==> src/hdl/gamePkg.sv <==
// Shared types and constants for the sprite game core
// Coordinates, keycodes, facing, layers, sprite sizes and attack offsets
package gamePkg;

    typedef logic [8:0]  coordT;       // Pixel coordinate on screen or in a sprite
    typedef logic [7:0]  keycodeT;     // HID keycode
    typedef logic [1:0]  dirT;         // Facing code
    typedef logic [10:0] spriteAddrT;  // Up to 32x48 sprite image

    typedef enum logic [1:0] {
        layerBg     = 2'd0,
        layerPlayer = 2'd1,
        layerAttack = 2'd2
    } layerT;

    // One sprite's result for the current pixel
    typedef struct packed {
        logic       hit;
        spriteAddrT addr;
    } spriteHitT;

    localparam coordT ScreenW = 9'd320;
    localparam coordT ScreenH = 9'd240;

    localparam coordT PlayerW = 9'd32;
    localparam coordT PlayerH = 9'd48;

    localparam keycodeT KeyW     = 8'd26;
    localparam keycodeT KeyA     = 8'd4;
    localparam keycodeT KeyS     = 8'd22;
    localparam keycodeT KeyD     = 8'd7;
    localparam keycodeT KeySpace = 8'd44;

    localparam dirT DirDown  = 2'd0;
    localparam dirT DirLeft  = 2'd1;
    localparam dirT DirUp    = 2'd2;
    localparam dirT DirRight = 2'd3;

    // Roughly screen centre
    localparam coordT StartX = 9'd144;
    localparam coordT StartY = 9'd96;

    // Attack origin relative to the player, indexed by facing
    localparam coordT AttackOffX [4] = '{9'd2, 9'd0, 9'd36, 9'd36};
    localparam coordT AttackOffY [4] = '{9'd40, 9'd10, 9'd2, 9'd30};

endpackage

==> src/hdl/frameTick.sv <==
// Frame strobe edge detector and movement tick divider
`timescale 1ns/1ns

module frameTick #(
    parameter int FrameDiv = 4
) (
    input  logic Clk,
    input  logic rstN,
    input  logic frameClk,
    output logic moveTick
);

    localparam int CntW = (FrameDiv > 1) ? $clog2(FrameDiv) : 1;
    localparam logic [CntW-1:0] LastCnt = CntW'(FrameDiv - 1);

    logic            frameSync;   // Sampling register
    logic            frameSyncD;
    logic            frameEdge;   // One cycle per frame
    logic [CntW-1:0] edgeCnt;

    always_ff @(posedge Clk) begin
        if (!rstN) begin
            frameSync  <= 1'b0;
            frameSyncD <= 1'b0;
            frameEdge  <= 1'b0;
        end else begin
            frameSync  <= frameClk;
            frameSyncD <= frameSync;
            frameEdge  <= frameSync & ~frameSyncD;
        end
    end

    // Every FrameDiv-th edge gives a tick
    always_ff @(posedge Clk) begin
        if (!rstN) begin
            edgeCnt  <= '0;
            moveTick <= 1'b0;
        end else begin
            moveTick <= 1'b0;
            if (frameEdge) begin
                if (edgeCnt == LastCnt) begin
                    edgeCnt  <= '0;
                    moveTick <= 1'b1;
                end else begin
                    edgeCnt <= edgeCnt + 1'b1;
                end
            end
        end
    end

endmodule

==> src/hdl/playerMotion.sv <==
// Player position and facing, stepped by held keys on each movement tick
// Position is clamped so the sprite stays on screen
`timescale 1ns/1ns

module playerMotion #(
    parameter int Step = 1
) (
    input  logic             Clk,
    input  logic             rstN,
    input  logic             moveTick,
    input  gamePkg::keycodeT keycode,
    output gamePkg::coordT   playerX,
    output gamePkg::coordT   playerY,
    output gamePkg::dirT     playerDir
);
    import gamePkg::*;

    localparam coordT MaxX  = ScreenW - PlayerW;  // Rightmost sprite origin
    localparam coordT MaxY  = ScreenH - PlayerH;
    localparam coordT StepC = coordT'(Step);

    coordT nextX;
    coordT nextY;
    dirT   nextDir;

    // Move toward 0, stopping at the edge
    function automatic coordT stepLow(coordT pos);
        if (pos < StepC) begin
            return '0;
        end
        return pos - StepC;
    endfunction

    // Move toward limit without wrapping past it
    function automatic coordT stepHigh(coordT pos, coordT limit);
        if ((pos >= limit) || ((limit - pos) < StepC)) begin
            return limit;
        end
        return pos + StepC;
    endfunction

    always_comb begin
        nextX   = playerX;
        nextY   = playerY;
        nextDir = playerDir;
        case (keycode)
            KeyW: begin
                nextY   = stepLow(playerY);
                nextDir = DirUp;
            end
            KeyA: begin
                nextX   = stepLow(playerX);
                nextDir = DirLeft;
            end
            KeyS: begin
                nextY   = stepHigh(playerY, MaxY);
                nextDir = DirDown;
            end
            KeyD: begin
                nextX   = stepHigh(playerX, MaxX);
                nextDir = DirRight;
            end
            default: ;  // Other keys leave the player still
        endcase
    end

    always_ff @(posedge Clk) begin
        if (!rstN) begin
            playerX   <= StartX;
            playerY   <= StartY;
            playerDir <= DirDown;
        end else if (moveTick) begin
            playerX   <= nextX;
            playerY   <= nextY;
            playerDir <= nextDir;
        end
    end

endmodule

==> src/hdl/attackSprite.sv <==
// Attack sprite: show flag from the space key, placement from facing,
// and per-pixel hit test with row-major address
`timescale 1ns/1ns

module attackSprite #(
    parameter int AttackW = 16,
    parameter int AttackH = 16
) (
    input  logic               Clk,
    input  logic               rstN,
    input  gamePkg::keycodeT   keycode,
    input  gamePkg::coordT     playerX,
    input  gamePkg::coordT     playerY,
    input  gamePkg::dirT       playerDir,
    input  gamePkg::coordT     pixelX,
    input  gamePkg::coordT     pixelY,
    output gamePkg::spriteHitT attackHit
);
    import gamePkg::*;

    localparam coordT WidthC  = coordT'(AttackW);
    localparam coordT HeightC = coordT'(AttackH);

    logic  showAttack;  // Space held, one clock late
    coordT originX;
    coordT originY;
    coordT distX;
    coordT distY;
    logic  inBox;

    always_ff @(posedge Clk) begin
        if (!rstN) begin
            showAttack <= 1'b0;
        end else begin
            showAttack <= (keycode == KeySpace);
        end
    end

    // Origin follows the player every cycle
    always_comb begin
        originX = playerX + AttackOffX[playerDir];
        originY = playerY + AttackOffY[playerDir];
    end

    assign distX = pixelX - originX;
    assign distY = pixelY - originY;

    assign inBox = (pixelX >= originX) && (pixelX < originX + WidthC) &&
                   (pixelY >= originY) && (pixelY < originY + HeightC);

    always_comb begin
        attackHit = '0;
        if (showAttack && inBox) begin
            attackHit.hit  = 1'b1;
            attackHit.addr = spriteAddrT'(distX) +
                             spriteAddrT'(distY) * spriteAddrT'(WidthC);
        end
    end

endmodule

==> src/hdl/spriteMixer.sv <==
// Player hit test and layer priority, with registered layer and address
`timescale 1ns/1ns

module spriteMixer (
    input  logic               Clk,
    input  logic               rstN,
    input  gamePkg::coordT     pixelX,
    input  gamePkg::coordT     pixelY,
    input  gamePkg::coordT     playerX,
    input  gamePkg::coordT     playerY,
    input  gamePkg::spriteHitT attackHit,
    output gamePkg::layerT     layer,
    output gamePkg::spriteAddrT spriteAddr
);
    import gamePkg::*;

    coordT      distX;
    coordT      distY;
    logic       playerHit;
    spriteAddrT playerAddr;
    layerT      nextLayer;
    spriteAddrT nextAddr;

    assign distX = pixelX - playerX;
    assign distY = pixelY - playerY;

    assign playerHit = (pixelX >= playerX) && (pixelX < playerX + PlayerW) &&
                       (pixelY >= playerY) && (pixelY < playerY + PlayerH);

    // Row-major within the 32-wide player image
    assign playerAddr = spriteAddrT'(distX) + spriteAddrT'(distY) * spriteAddrT'(PlayerW);

    // Attack sits above the player
    always_comb begin
        if (attackHit.hit) begin
            nextLayer = layerAttack;
            nextAddr  = attackHit.addr;
        end else if (playerHit) begin
            nextLayer = layerPlayer;
            nextAddr  = playerAddr;
        end else begin
            nextLayer = layerBg;
            nextAddr  = '0;
        end
    end

    always_ff @(posedge Clk) begin
        if (!rstN) begin
            layer      <= layerBg;
            spriteAddr <= '0;
        end else begin
            layer      <= nextLayer;
            spriteAddr <= nextAddr;
        end
    end

endmodule

==> src/hdl/gameCore.sv <==
// Sprite game core top level
// Movement tick, player motion, attack sprite and layer mixer
`timescale 1ns/1ns

module gameCore #(
    parameter int FrameDiv = 4,
    parameter int Step     = 1,
    parameter int AttackW  = 16,
    parameter int AttackH  = 16
) (
    input  logic                Clk,
    input  logic                rstN,
    input  logic                frameClk,    // ~60 Hz, unrelated phase
    input  gamePkg::keycodeT    keycode,
    input  gamePkg::coordT      pixelX,
    input  gamePkg::coordT      pixelY,
    output gamePkg::layerT      layer,
    output gamePkg::spriteAddrT spriteAddr,
    output gamePkg::coordT      playerX,
    output gamePkg::coordT      playerY,
    output gamePkg::dirT        playerDir
);
    import gamePkg::*;

    logic      moveTick;
    spriteHitT attackHit;

    frameTick #(
        .FrameDiv (FrameDiv)
    ) frameTick_inst (
        .Clk      (Clk),
        .rstN     (rstN),
        .frameClk (frameClk),
        .moveTick (moveTick)
    );

    playerMotion #(
        .Step (Step)
    ) playerMotion_inst (
        .Clk       (Clk),
        .rstN      (rstN),
        .moveTick  (moveTick),
        .keycode   (keycode),
        .playerX   (playerX),
        .playerY   (playerY),
        .playerDir (playerDir)
    );

    attackSprite #(
        .AttackW (AttackW),
        .AttackH (AttackH)
    ) attackSprite_inst (
        .Clk       (Clk),
        .rstN      (rstN),
        .keycode   (keycode),
        .playerX   (playerX),
        .playerY   (playerY),
        .playerDir (playerDir),
        .pixelX    (pixelX),
        .pixelY    (pixelY),
        .attackHit (attackHit)
    );

    spriteMixer spriteMixer_inst (
        .Clk        (Clk),
        .rstN       (rstN),
        .pixelX     (pixelX),
        .pixelY     (pixelY),
        .playerX    (playerX),
        .playerY    (playerY),
        .attackHit  (attackHit),
        .layer      (layer),
        .spriteAddr (spriteAddr)
    );

endmodule

==> config.mk <==
export PLATFORM = sky130hd
export DESIGN_NAME = gameCore
export DESIGN_NICKNAME = d
export VERILOG_FILES = /design/src/hdl/gamePkg.sv /design/src/hdl/frameTick.sv /design/src/hdl/playerMotion.sv /design/src/hdl/attackSprite.sv /design/src/hdl/spriteMixer.sv /design/src/hdl/gameCore.sv
export SDC_FILE = /design/constraint.sdc
export NUM_CORES = 1
export LEC_CHECK = 0
export ABC_AREA = 1
export BUFFER_PORTS_ARGS = -buffer_cell sky130_fd_sc_hd__buf_2
export CAP_MARGIN = 20
export CORE_ASPECT_RATIO = 1.2
export CORE_MARGIN = 3
export CORE_UTILIZATION = 50
export CTS_CLUSTER_DIAMETER = 60
export DETAILED_ROUTE_END_ITERATION = 10
export PLACE_DENSITY = 0.78
export SYNTH_ARGS = -nofsm -noshare
export SYNTH_HDL_FRONTEND = slang
export SYNTH_SLANG_ARGS = --single-unit
==> constraint.sdc <==
create_clock -name Clk -period 9.4 [get_ports Clk]
set_clock_uncertainty 0.1 [all_clocks]
set_input_delay 0.94 -clock Clk [delete_from_list [all_inputs] [get_ports Clk]]
set_output_delay 0.94 -clock Clk [all_outputs]
set_load 0.02 [all_outputs]
==> impl_results.md <==
* Clock input transition at the sequential cells of the worst setup and hold paths at 0.07 ns
* Yosys warns at 0
* Total routing usage reported by global routing at 23.48%
* Final cycle utilization of the critical path at 41.54%
* Pin count of the biggest net entering global routing at 25
* Proportion of netlist area held by the largest area contributor at 17.76%
* Leading cell types by total area after synthesis: sky130_fd_sc_hd__ha_1 (18%), sky130_fd_sc_hd__nand2_1 (16%), sky130_fd_sc_hd__dfxtp_1 (14%), sky130_fd_sc_hd__inv_1 (8.7%), sky130_fd_sc_hd__xor2_1 (7.2%)
* Pwr Density at 80.45 mW/mm^2
* Proportion of synthesized flip-flops having asynchronous set or reset at 0%
* Slew HR at 49.43%
* Post-synthesis instance area at 0.005708 mm^2
* Drt first-iter violations at 393
* Overall die area at 0.01274 mm^2
* Leak pwr at 3.483 nW
* Hold worst-path end: frameTick_inst.frameEdge
* Tightest Hold Check Type: reg2reg
* Post-detailed-route via-to-cell ratio at 5.160
* Final standard cell count with taps included and fillers excluded at 1,113
* Count of instances resized after the clock tree is built at 0
* Minimum clock period at 3.905 ns
* Slew of the pin with the lowest slew margin at 0.7544 ns
* Synth area leader: sky130_fd_sc_hd__ha_1
* Status: finished clean
* Share of the core filled with cells in the final layout at 56.59%
* Number of distinct library cells after synthesis at 44
* Cells after Synth at 906
* Startpoint of the worst setup timing path: playerMotion_inst.playerDir[1]
* Port Buffers at 61
* Fmax at 0.2561 GHz
* Data required, critical path at 9.48 ns
* Final critical-path setup slack at 5.495 ns
* Antenna violations before repair at 0
* Number of max-slew violations in the final report at 0
* Layout cells sized above 1 at 11.99%
* Core outline area at 0.01109 mm^2
* Endpoint type of the worst setup path: flip-flop
* Syn_area_per_cell at 6.300 um^2
* Library cell used as clock root buffer: sky130_fd_sc_hd__clkbuf_16
* Detail Placement HPWL at 12,060 um
* Detail-routed net length per standard cell at 13.29 um
* Depth of the worst hold-timing path at 1
* Total negative slack at 0 ns
* Number of H-tree branching levels at 2
* Setup repair after global routing missed its margin: false
* Post-layout net count at 1,075
* Number of flops mapped to enable cells by yosys at 0
* Layout area overhead at 9.930%
* Num rows at 42
* Grt ovf at 0
* Hold violation count in the final report at 0
* Via count of the first global-routing pass at 5,396
* Sequential share of the synthesized area at 14.03%
* N_diodes at 0
* Remaining number of nets flagged by the antenna check after routing at 0
* Post-place setup slack at 5.516 ns
* Initial standard-cell utilization of the core at 51.48%
* Total setup violations reported at the end of the flow at 0
* Die width at 103.5 um
* # hold bufs at CTS at 0
* Flip-flop and latch count after synthesis at 40
* Chip height at 123.0 um
* Critical path class: reg2reg
* Sort of element at the start of the critical path: flip-flop
* Path depth of the worst reg2reg path at 19
* 1st-pass router iterations at 5
* Synth cell count leaders: sky130_fd_sc_hd__nand2_1 (245), sky130_fd_sc_hd__inv_1 (133), sky130_fd_sc_hd__ha_1 (81), sky130_fd_sc_hd__nor2_1 (73), sky130_fd_sc_hd__nand3_1 (62)
* Vias at 5,743
* DRC viols at 0
* Syn Nets at 1,023
* Ys flop type: sky130_fd_sc_hd__dfxtp_1
* Crit Reg-Reg Endpoint: spriteMixer_inst.spriteAddr[9]
* CTS tree: done
* Number of cells after detailed placement at 1,105
* Critical-path maximum fanout at 8
* Routed wire length at 14,790 um
* Peak supply drop at 0.06640 mV
* Post-DP Area at 0.006103 mm^2
* Final hold slack at 0.2856 ns
* Reg-to-reg critical path startpoint: playerMotion_inst.playerDir[1]
* Worst-skew pair later-pin latency at 0.29 ns
* Number of max-capacitance violations reported at 0
* Endpoint arrival time on the critical path at 3.99 ns
* Maximum number of buffers from clock root to sink at 2
* Sink Count at 40
* I/O pin count at 62
* Total power at 504.8 uW
* Total CTS buffers at 5
* Buffers inserted during post-CTS setup optimization at 0
* First-pass GRT wire length at 24,800 um
* Min-delay src: frameTick_inst.frameSyncD
* Most common cell in the synthesized netlist: sky130_fd_sc_hd__nand2_1
* Reg-to-reg setup timing slack at 5.50 ns
* GP Congestion at 0.9490
* Non-Filler Cell Area, Final at 0.006275 mm^2
-- layout by cell type (no fill, tap or decap), types with 3 or more instances in the layout --
| cell | n |
|---|---|
| sky130_fd_sc_hd__nand4_1 | 26 |
| sky130_fd_sc_hd__xnor2_1 | 6 |
| sky130_fd_sc_hd__nand2_1 | 245 |
| sky130_fd_sc_hd__a21oi_1 | 56 |
| sky130_fd_sc_hd__a21oi_2 | 3 |
| sky130_fd_sc_hd__nor2_1 | 73 |
| sky130_fd_sc_hd__nor2_2 | 7 |
| sky130_fd_sc_hd__fa_1 | 7 |
| sky130_fd_sc_hd__nand2_2 | 10 |
| sky130_fd_sc_hd__dfxtp_1 | 40 |
| sky130_fd_sc_hd__xor2_1 | 47 |
| sky130_fd_sc_hd__clkbuf_16 | 5 |
| sky130_fd_sc_hd__o21a_1 | 4 |
| sky130_fd_sc_hd__buf_2 | 61 |
| sky130_fd_sc_hd__nor3_1 | 12 |
| sky130_fd_sc_hd__ha_1 | 81 |
| sky130_fd_sc_hd__inv_1 | 133 |
| sky130_fd_sc_hd__o21ai_1 | 4 |
| sky130_fd_sc_hd__nand3_2 | 5 |
| sky130_fd_sc_hd__nand3_1 | 62 |
| sky130_fd_sc_hd__inv_2 | 7 |
| sky130_fd_sc_hd__or2_2 | 4 |
| sky130_fd_sc_hd__o21ai_0 | 31 |
-- state kept, by name, indices dropped and copies added, names as in the netlist --
signal and cells:
spriteMixer_inst.spriteAddr 11, playerMotion_inst.playerX 9, playerMotion_inst.playerY 9, frameTick_inst.edgeCnt 2, playerMotion_inst.playerDir 2, spriteMixer_inst.layer 2, attackSprite_inst.showAttack 1, frameTick_inst.frameEdge 1
frameTick_inst.frameSync 1, frameTick_inst.frameSyncD 1, frameTick_inst.moveTick 1
-- per-layer routing --
layer	global-route usage, %	up-vias	part of all wire [%]
met3	3.446	28	5.2
li1	-	3029	-
met5	0	-	0
met2	42.92	159	48
met4	8.146	0	2.8
met1	28.38	2527	44
-- power by group --
| part | internal, mW | leakage, nW | switching, mW | total (mW) |
|---|---|---|---|---|
| Clock | 0.126 | 0.0804 | 0.0779 | 0.204 |
| Sequential | 0.171 | 0.323 | 0.000738 | 0.172 |
| Combinational | 0.0498 | 3.08 | 0.0786 | 0.128 |
| Total | 0.348 | 3.48 | 0.157 | 0.505 |
-- critical path, stage by stage, from the launching register on --
cell,delay [ns]
sky130_fd_sc_hd__dfxtp_1,0.50
sky130_fd_sc_hd__nor2_1,0.13
sky130_fd_sc_hd__ha_1,0.23
sky130_fd_sc_hd__fa_1,0.46
sky130_fd_sc_hd__xnor2_1,0.17
sky130_fd_sc_hd__ha_1,0.36
sky130_fd_sc_hd__a21oi_1,0.14
sky130_fd_sc_hd__o21ai_0,0.17
sky130_fd_sc_hd__a31o_2,0.29
sky130_fd_sc_hd__xor2_1,0.14
sky130_fd_sc_hd__ha_1,0.35
sky130_fd_sc_hd__a21oi_1,0.16
sky130_fd_sc_hd__nand2_1,0.09
sky130_fd_sc_hd__nand2_1,0.07
sky130_fd_sc_hd__nand2_1,0.05
sky130_fd_sc_hd__nand2_1,0.05
sky130_fd_sc_hd__nand2_1,0.06
sky130_fd_sc_hd__xor2_1,0.15
sky130_fd_sc_hd__nor2_1,0.09
sky130_fd_sc_hd__nor2_1,0.05
-- kinds of logic (layout without fill, tap and decap cells) --
family                     after synthesis  count (layout)  share of synthesized area (%)
DFF                                     40              40                          14.03
xor gates and xnor gates                55              55                          8.702
AOI/OAI and AO/OA                      114             114                          11.16
buffers and inverters                  158             211                          11.14
adders and majority gates               88              88                          20.21
and+or+nand+nor                        451             451                          34.77
-- cell type report --
class	count	area, um^2
well taps	154	192.7
fillers	1111	4813
flip-flops and latches	40	800.8
inverters	142	533.0
multi-input cells	708	4272
repair buffers	61	305.3
clock buffers	5	125.1
clock inverters	3	46.29
-- worst max-delay path by stage --
stage,end,depth (start not counted)
6_report,spriteMixer_inst.spriteAddr[9],19
5_1_grt,spriteMixer_inst.spriteAddr[1],27
4_1_cts,spriteMixer_inst.spriteAddr[9],19
3_5_place_dp,spriteMixer_inst.spriteAddr[9],19
3_3_place_gp,spriteMixer_inst.spriteAddr[9],19
2_1_floorplan,spriteMixer_inst.spriteAddr[9],19
No activity file was read; power rests on OpenSTA's default activity.
